[src/rtl/helios_pkg.sv]
package helios_pkg;

    localparam int XLEN = 32;

    typedef logic [XLEN-1:0] data_t;
    typedef logic [31:0]     addr_t;
    typedef logic [31:0]     insn_t;
    typedef logic [4:0]      reg_sel_t;
    typedef logic [3:0]      alu_op_t;

    // alu operation codes
    localparam alu_op_t ALU_ADD  = 4'd0;
    localparam alu_op_t ALU_SUB  = 4'd1;
    localparam alu_op_t ALU_AND  = 4'd2;
    localparam alu_op_t ALU_OR   = 4'd3;
    localparam alu_op_t ALU_XOR  = 4'd4;
    localparam alu_op_t ALU_SLL  = 4'd5;
    localparam alu_op_t ALU_SRL  = 4'd6;
    localparam alu_op_t ALU_SRA  = 4'd7;
    localparam alu_op_t ALU_SLT  = 4'd8;
    localparam alu_op_t ALU_SLTU = 4'd9;
    localparam alu_op_t ALU_LUI  = 4'd10;

endpackage

[src/rtl/core_ifs.sv]
`timescale 1ns/1ps

interface dispatch_if;
    logic                 valid;
    helios_pkg::reg_sel_t rd;
    logic                 wr_reg;
    helios_pkg::reg_sel_t rs1;
    helios_pkg::reg_sel_t rs2;
    logic                 uses_rs1;
    logic                 uses_rs2;
    logic                 use_imm;
    helios_pkg::data_t    imm;
    helios_pkg::alu_op_t  alu_op;

    modport src (output valid, rd, wr_reg, rs1, rs2, uses_rs1, uses_rs2, use_imm, imm, alu_op);
    modport dst (input valid, rd, wr_reg, rs1, rs2, uses_rs1, uses_rs2, use_imm, imm, alu_op);
endinterface

interface issue_if #(
    parameter int RRF_NUM = 8
);
    logic                       valid;
    helios_pkg::alu_op_t        alu_op;
    helios_pkg::data_t          op_a;
    helios_pkg::data_t          op_b;
    logic [$clog2(RRF_NUM)-1:0] tag;

    modport src (output valid, alu_op, op_a, op_b, tag);
    modport dst (input valid, alu_op, op_a, op_b, tag);
endinterface

[src/rtl/fetch_unit.sv]
`timescale 1ns/1ps

module fetch_unit (
    input  logic              clk_i,
    input  logic              rst_i,
    input  helios_pkg::insn_t idata_i,
    input  logic              stall_i,
    output helios_pkg::addr_t iaddr_o,
    output helios_pkg::insn_t insn_o,
    output logic              insn_valid_o
);

    helios_pkg::addr_t pc_q;

    assign iaddr_o = pc_q;

    always_ff @(posedge clk_i) begin
        if (rst_i) begin
            pc_q         <= '0;
            insn_valid_o <= 1'b0;
        end else if (!stall_i) begin
            pc_q         <= pc_q + 32'd4;
            insn_valid_o <= 1'b1;
        end
    end

    // word for the address presented this cycle
    always_ff @(posedge clk_i) begin
        if (!stall_i) begin
            insn_o <= idata_i;
        end
    end

endmodule

[src/rtl/decode_unit.sv]
`timescale 1ns/1ps

module decode_unit (
    input  logic              clk_i,
    input  logic              rst_i,
    input  helios_pkg::insn_t insn_i,
    input  logic              insn_valid_i,
    input  logic              stall_i,
    dispatch_if.src           dp_o
);

    logic [6:0]          opcode;
    logic [2:0]          funct3;
    logic [6:0]          funct7;
    helios_pkg::alu_op_t op_d;
    helios_pkg::data_t   imm_d;
    logic                legal_d;
    logic                uses_rs1_d;
    logic                uses_rs2_d;
    logic                use_imm_d;

    assign opcode = insn_i[6:0];
    assign funct3 = insn_i[14:12];
    assign funct7 = insn_i[31:25];

    always_comb begin
        op_d       = helios_pkg::ALU_ADD;
        imm_d      = {{20{insn_i[31]}}, insn_i[31:20]};
        legal_d    = 1'b0;
        uses_rs1_d = 1'b0;
        uses_rs2_d = 1'b0;
        use_imm_d  = 1'b1;
        case (opcode)
            7'b0110011, 7'b0010011: begin
                uses_rs1_d = 1'b1;
                legal_d    = 1'b1;
                if (opcode[5]) begin
                    uses_rs2_d = 1'b1;
                    use_imm_d  = 1'b0;
                end
                case (funct3)
                    3'b000: begin
                        op_d = (opcode[5] && funct7[5]) ? helios_pkg::ALU_SUB
                                                        : helios_pkg::ALU_ADD;
                    end
                    3'b001: op_d = helios_pkg::ALU_SLL;
                    3'b010: op_d = helios_pkg::ALU_SLT;
                    3'b011: op_d = helios_pkg::ALU_SLTU;
                    3'b100: op_d = helios_pkg::ALU_XOR;
                    3'b101: op_d = funct7[5] ? helios_pkg::ALU_SRA : helios_pkg::ALU_SRL;
                    3'b110: op_d = helios_pkg::ALU_OR;
                    default: op_d = helios_pkg::ALU_AND;
                endcase
                // funct7 only matters for register ops and shifts
                if (opcode[5] || funct3 == 3'b001 || funct3 == 3'b101) begin
                    if (funct7 == 7'b0100000) begin
                        legal_d = (funct3 == 3'b101) || (opcode[5] && funct3 == 3'b000);
                    end else if (funct7 != 7'b0000000) begin
                        legal_d = 1'b0;
                    end
                end
            end
            7'b0110111: begin
                op_d    = helios_pkg::ALU_LUI;
                imm_d   = {insn_i[31:12], 12'b0};
                legal_d = 1'b1;
            end
            default: ;
        endcase
        // illegal becomes add of zero with no write
        if (!legal_d) begin
            op_d       = helios_pkg::ALU_ADD;
            imm_d      = '0;
            uses_rs1_d = 1'b0;
            uses_rs2_d = 1'b0;
            use_imm_d  = 1'b1;
        end
    end

    always_ff @(posedge clk_i) begin
        if (rst_i) begin
            dp_o.valid <= 1'b0;
        end else if (!stall_i) begin
            dp_o.valid <= insn_valid_i;
        end
    end

    always_ff @(posedge clk_i) begin
        if (!stall_i) begin
            dp_o.rd       <= insn_i[11:7];
            dp_o.wr_reg   <= legal_d && (insn_i[11:7] != 5'd0);
            dp_o.rs1      <= insn_i[19:15];
            dp_o.rs2      <= insn_i[24:20];
            dp_o.uses_rs1 <= uses_rs1_d;
            dp_o.uses_rs2 <= uses_rs2_d;
            dp_o.use_imm  <= use_imm_d;
            dp_o.imm      <= imm_d;
            dp_o.alu_op   <= op_d;
        end
    end

endmodule

[src/rtl/rename_unit.sv]
`timescale 1ns/1ps

module rename_unit #(
    parameter int RRF_NUM = 8
) (
    input  logic                       clk_i,
    input  logic                       rst_i,
    dispatch_if.dst                    dp_i,
    input  logic                       rs_full_i,
    input  logic                       wb_valid_i,
    input  logic [$clog2(RRF_NUM)-1:0] wb_tag_i,
    input  helios_pkg::data_t          wb_data_i,
    input  logic                       com_valid_i,
    input  logic [$clog2(RRF_NUM)-1:0] com_tag_i,
    input  logic                       com_we_i,
    input  helios_pkg::reg_sel_t       com_rd_i,
    output logic                       stall_o,
    output helios_pkg::data_t          src1_o,
    output logic                       rdy1_o,
    output helios_pkg::data_t          src2_o,
    output logic                       rdy2_o,
    output logic [$clog2(RRF_NUM)-1:0] dst_tag_o,
    output helios_pkg::data_t          com_data_o
);

    localparam int TAG_W = $clog2(RRF_NUM);

    helios_pkg::data_t arf_q [32];
    logic [31:0]       busy_q;
    logic [TAG_W-1:0]  tag_q [32];
    helios_pkg::data_t rrf_data_q [RRF_NUM];
    logic [RRF_NUM-1:0] rrf_valid_q;
    logic [TAG_W-1:0]  tail_q;
    logic [TAG_W:0]    free_q;
    logic              alloc;

    // returns {ready, value}; value holds the tag while not ready
    function automatic logic [helios_pkg::XLEN:0] lookup(input helios_pkg::reg_sel_t rs,
                                                         input logic used);
        logic [TAG_W-1:0] t;
        t = tag_q[rs];
        if (!used) begin
            lookup = {1'b1, helios_pkg::data_t'(0)};
        end else if (!busy_q[rs]) begin
            lookup = {1'b1, arf_q[rs]};
        end else if (rrf_valid_q[t]) begin
            lookup = {1'b1, rrf_data_q[t]};
        end else if (wb_valid_i && wb_tag_i == t) begin
            lookup = {1'b1, wb_data_i};
        end else begin
            lookup = {1'b0, helios_pkg::data_t'(t)};
        end
    endfunction

    assign stall_o    = (free_q == '0) || rs_full_i;
    assign alloc      = dp_i.valid && !stall_o;
    assign dst_tag_o  = tail_q;
    assign com_data_o = rrf_data_q[com_tag_i];

    always_comb begin
        {rdy1_o, src1_o} = lookup(dp_i.rs1, dp_i.uses_rs1);
        {rdy2_o, src2_o} = lookup(dp_i.rs2, dp_i.uses_rs2 && !dp_i.use_imm);
    end

    always_ff @(posedge clk_i) begin
        if (rst_i) begin
            busy_q      <= '0;
            rrf_valid_q <= '0;
            tail_q      <= '0;
            free_q      <= (TAG_W+1)'(RRF_NUM);
            for (int i = 0; i < 32; i++) begin
                arf_q[i] <= '0;
            end
        end else begin
            if (com_valid_i && com_we_i) begin
                arf_q[com_rd_i] <= com_data_o;
                // a younger writer keeps the register busy
                if (tag_q[com_rd_i] == com_tag_i) begin
                    busy_q[com_rd_i] <= 1'b0;
                end
            end
            if (alloc && dp_i.wr_reg) begin
                busy_q[dp_i.rd] <= 1'b1;
            end
            if (wb_valid_i) begin
                rrf_valid_q[wb_tag_i] <= 1'b1;
            end
            if (alloc) begin
                rrf_valid_q[tail_q] <= 1'b0;
                tail_q              <= tail_q + 1'b1;
            end
            case ({alloc, com_valid_i})
                2'b10:   free_q <= free_q - 1'b1;
                2'b01:   free_q <= free_q + 1'b1;
                default: ;
            endcase
        end
    end

    always_ff @(posedge clk_i) begin
        if (alloc && dp_i.wr_reg) begin
            tag_q[dp_i.rd] <= tail_q;
        end
        if (wb_valid_i) begin
            rrf_data_q[wb_tag_i] <= wb_data_i;
        end
    end

endmodule

[src/rtl/alu_rs.sv]
`timescale 1ns/1ps

module alu_rs #(
    parameter int RS_NUM  = 4,
    parameter int RRF_NUM = 8
) (
    input  logic                       clk_i,
    input  logic                       rst_i,
    dispatch_if.dst                    dp_i,
    input  logic                       stall_i,
    input  helios_pkg::data_t          src1_i,
    input  logic                       rdy1_i,
    input  helios_pkg::data_t          src2_i,
    input  logic                       rdy2_i,
    input  logic [$clog2(RRF_NUM)-1:0] dst_tag_i,
    input  logic                       wb_valid_i,
    input  logic [$clog2(RRF_NUM)-1:0] wb_tag_i,
    input  helios_pkg::data_t          wb_data_i,
    output logic                       rs_full_o,
    issue_if.src                       iss_o
);

    localparam int TAG_W = $clog2(RRF_NUM);
    localparam int IDX_W = (RS_NUM > 1) ? $clog2(RS_NUM) : 1;

    logic [RS_NUM-1:0]   busy_q;
    logic [RS_NUM-1:0]   rdya_q;
    logic [RS_NUM-1:0]   rdyb_q;
    helios_pkg::alu_op_t op_q [RS_NUM];
    helios_pkg::data_t   opa_q [RS_NUM];
    helios_pkg::data_t   opb_q [RS_NUM];
    logic [TAG_W-1:0]    taga_q [RS_NUM];
    logic [TAG_W-1:0]    tagb_q [RS_NUM];
    logic [TAG_W-1:0]    dst_q [RS_NUM];
    logic [IDX_W-1:0]    free_idx;
    logic [IDX_W-1:0]    iss_idx;
    logic                iss_hit;
    logic                write;

    assign rs_full_o = &busy_q;
    assign write     = dp_i.valid && !stall_i;

    // lowest free slot and lowest ready slot
    always_comb begin
        free_idx = '0;
        iss_idx  = '0;
        iss_hit  = 1'b0;
        for (int i = RS_NUM - 1; i >= 0; i--) begin
            if (!busy_q[i]) begin
                free_idx = IDX_W'(i);
            end
            if (busy_q[i] && rdya_q[i] && rdyb_q[i]) begin
                iss_idx = IDX_W'(i);
                iss_hit = 1'b1;
            end
        end
    end

    assign iss_o.valid  = iss_hit;
    assign iss_o.alu_op = op_q[iss_idx];
    assign iss_o.op_a   = opa_q[iss_idx];
    assign iss_o.op_b   = opb_q[iss_idx];
    assign iss_o.tag    = dst_q[iss_idx];

    always_ff @(posedge clk_i) begin
        if (rst_i) begin
            busy_q <= '0;
        end else begin
            if (iss_hit) begin
                busy_q[iss_idx] <= 1'b0;
            end
            if (write) begin
                busy_q[free_idx] <= 1'b1;
            end
        end
    end

    always_ff @(posedge clk_i) begin
        // wakeup
        for (int i = 0; i < RS_NUM; i++) begin
            if (wb_valid_i && busy_q[i] && !rdya_q[i] && taga_q[i] == wb_tag_i) begin
                opa_q[i]  <= wb_data_i;
                rdya_q[i] <= 1'b1;
            end
            if (wb_valid_i && busy_q[i] && !rdyb_q[i] && tagb_q[i] == wb_tag_i) begin
                opb_q[i]  <= wb_data_i;
                rdyb_q[i] <= 1'b1;
            end
        end
        if (write) begin
            op_q[free_idx]   <= dp_i.alu_op;
            opa_q[free_idx]  <= src1_i;
            rdya_q[free_idx] <= rdy1_i;
            taga_q[free_idx] <= src1_i[TAG_W-1:0];
            opb_q[free_idx]  <= dp_i.use_imm ? dp_i.imm : src2_i;
            rdyb_q[free_idx] <= rdy2_i;
            tagb_q[free_idx] <= src2_i[TAG_W-1:0];
            dst_q[free_idx]  <= dst_tag_i;
        end
    end

endmodule

[src/rtl/alu_exec.sv]
`timescale 1ns/1ps

module alu_exec #(
    parameter int RRF_NUM = 8
) (
    input  logic                       clk_i,
    input  logic                       rst_i,
    issue_if.dst                       iss_i,
    output logic                       wb_valid_o,
    output logic [$clog2(RRF_NUM)-1:0] wb_tag_o,
    output helios_pkg::data_t          wb_data_o
);

    helios_pkg::data_t a;
    helios_pkg::data_t b;
    helios_pkg::data_t res;
    logic [4:0]        shamt;

    assign a     = iss_i.op_a;
    assign b     = iss_i.op_b;
    assign shamt = b[4:0];

    always_comb begin
        case (iss_i.alu_op)
            helios_pkg::ALU_SUB:  res = a - b;
            helios_pkg::ALU_AND:  res = a & b;
            helios_pkg::ALU_OR:   res = a | b;
            helios_pkg::ALU_XOR:  res = a ^ b;
            helios_pkg::ALU_SLL:  res = a << shamt;
            helios_pkg::ALU_SRL:  res = a >> shamt;
            helios_pkg::ALU_SRA:  res = helios_pkg::data_t'($signed(a) >>> shamt);
            helios_pkg::ALU_SLT:  res = helios_pkg::data_t'($signed(a) < $signed(b));
            helios_pkg::ALU_SLTU: res = helios_pkg::data_t'(a < b);
            helios_pkg::ALU_LUI:  res = b;
            default:              res = a + b;
        endcase
    end

    always_ff @(posedge clk_i) begin
        if (rst_i) begin
            wb_valid_o <= 1'b0;
        end else begin
            wb_valid_o <= iss_i.valid;
        end
    end

    always_ff @(posedge clk_i) begin
        wb_tag_o  <= iss_i.tag;
        wb_data_o <= res;
    end

endmodule

[src/rtl/reorder_buffer.sv]
`timescale 1ns/1ps

module reorder_buffer #(
    parameter int RRF_NUM = 8
) (
    input  logic                       clk_i,
    input  logic                       rst_i,
    dispatch_if.dst                    dp_i,
    input  logic                       stall_i,
    input  logic                       wb_valid_i,
    input  logic [$clog2(RRF_NUM)-1:0] wb_tag_i,
    output logic                       com_valid_o,
    output logic [$clog2(RRF_NUM)-1:0] com_tag_o,
    output logic                       com_we_o,
    output helios_pkg::reg_sel_t       com_rd_o
);

    localparam int TAG_W = $clog2(RRF_NUM);

    logic [RRF_NUM-1:0]   used_q;
    logic [RRF_NUM-1:0]   done_q;
    logic [RRF_NUM-1:0]   we_q;
    helios_pkg::reg_sel_t rd_q [RRF_NUM];
    logic [TAG_W-1:0]     head_q;
    logic [TAG_W-1:0]     tail_q;
    logic                 alloc;

    // same allocation order as the rename tail
    assign alloc       = dp_i.valid && !stall_i;
    assign com_valid_o = used_q[head_q] && done_q[head_q];
    assign com_tag_o   = head_q;
    assign com_we_o    = com_valid_o && we_q[head_q];
    assign com_rd_o    = rd_q[head_q];

    always_ff @(posedge clk_i) begin
        if (rst_i) begin
            used_q <= '0;
            done_q <= '0;
            head_q <= '0;
            tail_q <= '0;
        end else begin
            if (com_valid_o) begin
                used_q[head_q] <= 1'b0;
                head_q         <= head_q + 1'b1;
            end
            if (wb_valid_i) begin
                done_q[wb_tag_i] <= 1'b1;
            end
            if (alloc) begin
                used_q[tail_q] <= 1'b1;
                done_q[tail_q] <= 1'b0;
                tail_q         <= tail_q + 1'b1;
            end
        end
    end

    always_ff @(posedge clk_i) begin
        if (alloc) begin
            rd_q[tail_q] <= dp_i.rd;
            we_q[tail_q] <= dp_i.wr_reg;
        end
    end

endmodule

[src/rtl/helios_core.sv]
`timescale 1ns/1ps

module helios_core #(
    parameter int RRF_NUM = 8,
    parameter int RS_NUM  = 4
) (
    input  logic                 clk_i,
    input  logic                 rst_i,
    input  helios_pkg::insn_t    idata_i,
    output helios_pkg::addr_t    iaddr_o,
    output logic                 commit_valid_o,
    output logic                 commit_we_o,
    output helios_pkg::reg_sel_t commit_rd_o,
    output helios_pkg::data_t    commit_data_o
);

    localparam int TAG_W = $clog2(RRF_NUM);

    // fetch to decode
    helios_pkg::insn_t insn;
    logic              insn_valid;
    logic              stall;

    // rename to station
    helios_pkg::data_t src1;
    logic              rdy1;
    helios_pkg::data_t src2;
    logic              rdy2;
    logic [TAG_W-1:0]  dst_tag;
    logic              rs_full;

    // writeback and commit
    logic              wb_valid;
    logic [TAG_W-1:0]  wb_tag;
    helios_pkg::data_t wb_data;
    logic [TAG_W-1:0]  com_tag;

    dispatch_if dp_bus ();
    issue_if #(.RRF_NUM(RRF_NUM)) iss_bus ();

    fetch_unit u_fetch (
        .clk_i       (clk_i),
        .rst_i       (rst_i),
        .idata_i     (idata_i),
        .stall_i     (stall),
        .iaddr_o     (iaddr_o),
        .insn_o      (insn),
        .insn_valid_o(insn_valid)
    );

    decode_unit u_decode (
        .clk_i       (clk_i),
        .rst_i       (rst_i),
        .insn_i      (insn),
        .insn_valid_i(insn_valid),
        .stall_i     (stall),
        .dp_o        (dp_bus.src)
    );

    rename_unit #(.RRF_NUM(RRF_NUM)) u_rename (
        .clk_i      (clk_i),
        .rst_i      (rst_i),
        .dp_i       (dp_bus.dst),
        .rs_full_i  (rs_full),
        .wb_valid_i (wb_valid),
        .wb_tag_i   (wb_tag),
        .wb_data_i  (wb_data),
        .com_valid_i(commit_valid_o),
        .com_tag_i  (com_tag),
        .com_we_i   (commit_we_o),
        .com_rd_i   (commit_rd_o),
        .stall_o    (stall),
        .src1_o     (src1),
        .rdy1_o     (rdy1),
        .src2_o     (src2),
        .rdy2_o     (rdy2),
        .dst_tag_o  (dst_tag),
        .com_data_o (commit_data_o)
    );

    alu_rs #(.RS_NUM(RS_NUM), .RRF_NUM(RRF_NUM)) u_alu_rs (
        .clk_i     (clk_i),
        .rst_i     (rst_i),
        .dp_i      (dp_bus.dst),
        .stall_i   (stall),
        .src1_i    (src1),
        .rdy1_i    (rdy1),
        .src2_i    (src2),
        .rdy2_i    (rdy2),
        .dst_tag_i (dst_tag),
        .wb_valid_i(wb_valid),
        .wb_tag_i  (wb_tag),
        .wb_data_i (wb_data),
        .rs_full_o (rs_full),
        .iss_o     (iss_bus.src)
    );

    alu_exec #(.RRF_NUM(RRF_NUM)) u_alu_exec (
        .clk_i     (clk_i),
        .rst_i     (rst_i),
        .iss_i     (iss_bus.dst),
        .wb_valid_o(wb_valid),
        .wb_tag_o  (wb_tag),
        .wb_data_o (wb_data)
    );

    reorder_buffer #(.RRF_NUM(RRF_NUM)) u_rob (
        .clk_i      (clk_i),
        .rst_i      (rst_i),
        .dp_i       (dp_bus.dst),
        .stall_i    (stall),
        .wb_valid_i (wb_valid),
        .wb_tag_i   (wb_tag),
        .com_valid_o(commit_valid_o),
        .com_tag_o  (com_tag),
        .com_we_o   (commit_we_o),
        .com_rd_o   (commit_rd_o)
    );

endmodule

[config.mk]
export PLATFORM = sky130hd
export DESIGN_NAME = helios_core
export DESIGN_NICKNAME = d
export VERILOG_FILES = /design/src/rtl/helios_pkg.sv /design/src/rtl/core_ifs.sv /design/src/rtl/fetch_unit.sv /design/src/rtl/decode_unit.sv /design/src/rtl/rename_unit.sv /design/src/rtl/alu_rs.sv /design/src/rtl/alu_exec.sv /design/src/rtl/reorder_buffer.sv /design/src/rtl/helios_core.sv
export SDC_FILE = /design/constraint.sdc
export NUM_CORES = 2
export LEC_CHECK = 0
export ABC_AREA = 1
export BUFFER_PORTS_ARGS = -buffer_cell sky130_fd_sc_hd__buf_2
export CAP_MARGIN = 20
export CORE_ASPECT_RATIO = 1.2
export CORE_MARGIN = 2
export CORE_UTILIZATION = 45
export CTS_BUF_LIST = sky130_fd_sc_hd__clkbuf_2
export DETAILED_ROUTE_END_ITERATION = 16
export PLACE_DENSITY = 0.57
export SLEW_MARGIN = 20
export SYNTH_ARGS = -nofsm -noshare
export SYNTH_HDL_FRONTEND = slang
export SYNTH_HIERARCHICAL = 1
export SYNTH_SLANG_ARGS = --single-unit
export TNS_END_PERCENT = 20
[constraint.sdc]
create_clock -name clk_i -period 6.6 [get_ports clk_i]
set_input_delay 0.66 -clock clk_i [delete_from_list [all_inputs] [get_ports clk_i]]
set_output_delay 0.66 -clock clk_i [all_outputs]
set_load 0.02 [all_outputs]
# --- Word level (Yosys, flattened, before mapping) ---
# Memories as Yosys holds them, arrays and structs flattened. A register that Yosys moved wholly into a read port is not among the register bits.
# Cells that the tools add are included.
op_classes:
  reduce_logical: 71
  addsub: 8
  shift: 3
  n_eq_ne: 33
  n_bitwise: 19
  n_lt_le_gt_ge: 22
  mux: 132
ops:
  columns: ["operator", "count"]
  rows:
  - ["$pmux 32 s10", 1]
  - ["$mux 33", 8]
  - ["$mux 32", 6]
  - ["$mux 8", 9]
  - ["$and 32x32->32", 2]
  - ["$lt 32x32->1", 2]
  - ["$or 32x32->32", 2]
  - ["$mux 1", 63]
  - ["$logic_and 1x1->1", 47]
  - ["$eq 3x3->1", 11]
  - ["$add 32x3->32 const B", 1]
  - ["$add 32x32->32", 1]
  - ["$not 32->32", 1]
  - ["$reduce_or 32->1", 1]
  - ["$shl 32x5->32", 1]
  - ["$shr 32x5->32", 1]
  - ["$sshr 32x5->32", 1]
  - ["$sub 32x32->32", 1]
  - ["$xor 32x32->32", 1]
  - ["$mux 31", 1]
  - ["$pmux 4 s7", 1]
  - ["$mux 5", 5]
  - ["$and 8x8->8", 3]
  - ["$lt 3x4->1 const B", 6]
  - ["47 further kinds", 112]
word_totals:
  mem_bits_rw: 1724
  output_inout_bits: 71
  memories: 10
  in_bits: 34
  ff_bits: 243
  elab_cells: 326
mem_list:
  columns: ["name", "depth", "word_bits", "rd", "rd_ports_with_merged_regs", "write_ports", "line", "rtl"]
  rows:
  - ["u_rename.arf_q", 32, 32, 2, 2, 32, "rename_unit.sv:28", "helios_pkg::data_t arf_q [32];"]
  - ["u_rename.rrf_data_q", 8, 32, 3, 1, 1, "rename_unit.sv:31", "helios_pkg::data_t rrf_data_q [RRF_NUM];"]
  - ["u_alu_rs.opa_q", 4, 32, 1, 0, 5, "alu_rs.sv:30", "helios_pkg::data_t opa_q [RS_NUM];"]
  - ["u_alu_rs.opb_q", 4, 32, 1, 0, 5, "alu_rs.sv:31", "helios_pkg::data_t opb_q [RS_NUM];"]
  - ["u_rename.tag_q", 32, 3, 3, 2, 1, "rename_unit.sv:30", "logic [TAG_W-1:0] tag_q [32];"]
  - ["u_rob.rd_q", 8, 5, 1, 1, 1, "reorder_buffer.sv:23", "helios_pkg::reg_sel_t rd_q [RRF_NUM];"]
  - ["+4 memories", null, null, null, null, null, null, null]

# --- Depth between registers and ports, before layout ---
depth:
  ltp_word: 16
  ltp_mapped: 27

# --- Hierarchy ---
# The synthesis kept the hierarchy.
by_module_without_submodules:
  columns: ["mod", "instances", "area_per_inst_um2", "cells_each"]
  rows:
  - ["rename_unit", 1, 80822.5, 9862]
  - ["alu_rs", 1, 14906.8, 1455]
  - ["alu_exec", 1, 10717.8, 2102]
  - ["reorder_buffer", 1, 3228.1, 346]
  - ["fetch_unit", 1, 2656.3, 288]
  - ["decode_unit", 1, 2265.9, 159]

# --- Worst setup path before layout ---
# Ideal clock, no wire load.
synth_path:
  path_kind: "reg2reg"
  start: "reg u_rob.head_q[0], in the netlist u_rob/com_tag_o[0]"
  end: "mem u_rename/arf_q[15][0] in the netlist's numbering (enable)"
  stages_incl_launch_ff: 15
  t_arrival_ns: 4.496
  required_ns: 6.134
  n_path_buf: 3
  path_slack_ns: 1.638
  synth_period_minus_slack_ns: 4.962
  setup_ns: 0.466
  cell_sequence: "dfxtp_1 > buf_4 > buf_6 > nand2_1 > nand3_1 > nand2_1 > inv_2 > nand2_8 > nand2_8 > a211oi_1 > nand2_1 > nor2_1 > inv_1 > clkbuf_1 > o21ai_0"
synth_lines:
  columns: ["element", "line", "rtl"]
  rows:
  - ["from (decl)", "reorder_buffer.sv:24", "logic [TAG_W-1:0] head_q;"]
  - ["from (signal assigned)", "reorder_buffer.sv:44", "head_q <= head_q + 1'b1;"]
  - ["to (decl)", "rename_unit.sv:28", null]

==> key figures <==
Logic synthesis
  – FF+latch count, synth: 1971
  – Most common cell in the netlist: nand2_1
  – Biggest area consumer among synthesized cells: edfxtp_1
  – Synth cell types: 63
  – Synthesized instance count: 14212
  – Mapped cell area: 115000 um^2
  – Area fraction of the dominant cell type after synthesis: 47.7%
  – Commonest cells in the netlist: nand2_1, nor2_1, edfxtp_1
  – Top_reg_cell synth: edfxtp_1
  – Syn_area_per_cell: 8.06 um^2
  – Synth async-reset ratio: 0%
  – Top cells by area, synth: edfxtp_1, nand2_1, nand3_1
  – Register area share after synthesis: 50.3%
  – YS warnings: 6
  – EDFF count, synth: 1819

Floorplanning
  – IO Count: 105
  – Row Count: 202
  – Die Ht: 557 um
  – Core footprint: 253000 um^2
  – Initial Util: 45.3%
  – Die X: 465 um
  – Die area: 259000 um^2

Cells and area
  – Final core utilization: 48.8%
  – Number of nets in the layout: 14274
  – Fin area: 123000 um^2
  – Share of cells above drive strength 1: 10.3%
  – Area Growth Syn to Fin: 7.54%
  – Multi-input logic area: 49200 um^2
  – Max reg flops: 1024
  – Register area: 57700 um^2
  – Largest Register: u_rename/arf_q
  – Largest regs: u_rename/arf_q (1024), u_rename/rrf_data_q (256)
  – Fill cells: 24722

Routing
  – Uppermost layer routed: met5
  – Met2 wire length: 237000 um
  – Via density: 6.31
  – Routed Wire Length: 522000 um
  – DRT iter0 DRCs: 15363
  – DR pass1 iterations: 7
  – Antenna-violating nets left: 0
  – Via count: 112749
  – WL per Instance: 29.2 um
  – M1 wire length: 184000 um
  – Met3 routed WL: 56300 um
  – DRC violations left: 0

Critical path
  – CP Class: flip-flop to primary output
  – CP max FO: 55
  – CP Capture Type: primary output
  – CP Data Arrival Time: 5.60 ns
  – Critical Path Start Type: flip-flop
  – Worst EP required: 5.94 ns

Clock network
  – CTS Root Cell: clkbuf_2
  – Clock buffer depth: 4
  – Hold Buf Count CTS: 88
  – PostCTS Resize Cnt: 0
  – Post-CTS setup buffer count: 0
  – Total CTS buffers: 536
  – CTS tree: done
  – Worst-Skew Late Latency: 1.88 ns
  – H-tree Lvls: 6
  – Clock-pin slew of the registers on the worst-case setup and hold paths: 0.10 ns
  – Clock sinks: 1971

Power
  – PwrDens: 306 nW/um^2
  – Worst IR Drop VDD: 0.247 mV
  – Leakage power: 0.0488 uW

GRT
  – First-pass GRT wire length: 740000 um
  – Gr usage total: 39.0%
  – Vias in the first global route: 107262
  – Initial antenna violation count: 40
  – GRT overflow: 0
  – Largest net degree at the start of global routing: 169

Placed design
  – Port Buf Inserts: 102
  – GPL Wtd Cong: 1.01
  – Hpwl dp: 331000 um
  – DP Area: 118000 um^2

Timing
  – Setup tns final: 0 ns
  – Pins over their slew limit: 0
  – Fmax: 160 MHz
  – Clk_skew: 0.230 ns
  – Final Hold Fails: 0
  – Crit share post-route: 94.8%
  – # setup viols final: 0
  – RSZ-0062 raised after global routing: no
  – Post-layout min period: 6.26 ns
  – Max_slew headroom: 14.1%
  – Slew @ Worst Pin: 1.28 ns

Run status
  – Outcome: finished clean

Hold path
  – Worst min-delay path class: input port to flip-flop

Job
  – Max cap viols: 0
==> cells by family (layout without fill, tap and decap cells) <==
family,count (synthesis),in the layout,synth area share [%]
xor+xnor,19,19,0.145
simple gates,7170,7170,26.1
mux,33,33,0.288
compound gates,2954,2954,14.7
fa+ha+maj,107,107,1.19
flops,1971,1971,50.3
buf+inv,1957,2236,7.20
other cells,1,19,0.00327
==> final timing paths <==
kind	startpoint	to	slack [ns]	depth (start not counted)
setup / recovery	u_rob/com_tag_o[1]	commit_data_o[4]	0.34	7
hold / removal	idata_i[22]	u_fetch/insn_o[22]	0.19	3
setup reg to reg	flip-flop	u_rename/arf_q[4][30]	1.11	11
hold reg to reg	u_fetch/insn_o[8]	u_decode/dp_o.rd[1]	0.44	0
==> layer usage <==
layer / track usage, % / up-vias
met5: 0 / -
li1: - / 49066
met2: 62.3 / 7866
met3: 8.98 / 1987
met1: 45.8 / 53794
met4: 28.9 / 36
==> final cells by class <==
type	count	share of cell area, %
clock inverters	124	0.607
flip-flops and latches	1971	46.8
inverters	810	2.51
clock buffers	773	3.14
diodes	17	0.0345
multi-input cells	10285	39.9
repair buffers	529	3.59
well taps	3366	3.42
==> placed cells by master (no fill, tap or decap), drive strengths merged, types with 152 or more instances in the layout <==
| master | instances |
|---|---|
| o21ai | 1006 |
| buf | 441 |
| inv | 816 |
| nor2 | 1976 |
| a21oi | 1210 |
| clkbuf | 773 |
| edfxtp | 1819 |
| nand2 | 3266 |
| nand4 | 160 |
| dfxtp | 152 |
| nand3 | 1688 |
| a22oi | 302 |
| o211ai | 170 |
==> through the flow <==
stage | cells | setup slack, ns | power [uW] | hold WS [ns]
floorplan | 14213 | 1.64 | 22900 | 0.424
global placement | 16869 | 1.37 | 28300 | 0.433
detailed placement | 16871 | 1.31 | 28400 | 0.441
CTS | 17856 | 0.251 | 37200 | 0.00275
global route | 17865 | 0.0176 | 39100 | 0.107
finish | 17875 | 0.345 | 37700 | 0.187
==> power breakdown <==
group | switching, uW | total, uW | leakage, uW | internal [uW]
sequential | 811 | 15400 | 0.0193 | 14600
combinational | 10100 | 13300 | 0.0259 | 3260
clock | 5440 | 8920 | 0.00360 | 3480
total | 16300 | 37700 | 0.0488 | 21400
==> critical path, stage by stage, from the launching register on <==
cell	delay [ns]
dfxtp_4	0.82
buf_4	0.64
buf_4	0.62
o21ai_0	0.20
o32ai_1	0.15
inv_1	0.06
o21ai_1	0.86
buf_2	0.32
Power figures use the tool's default switching activity.
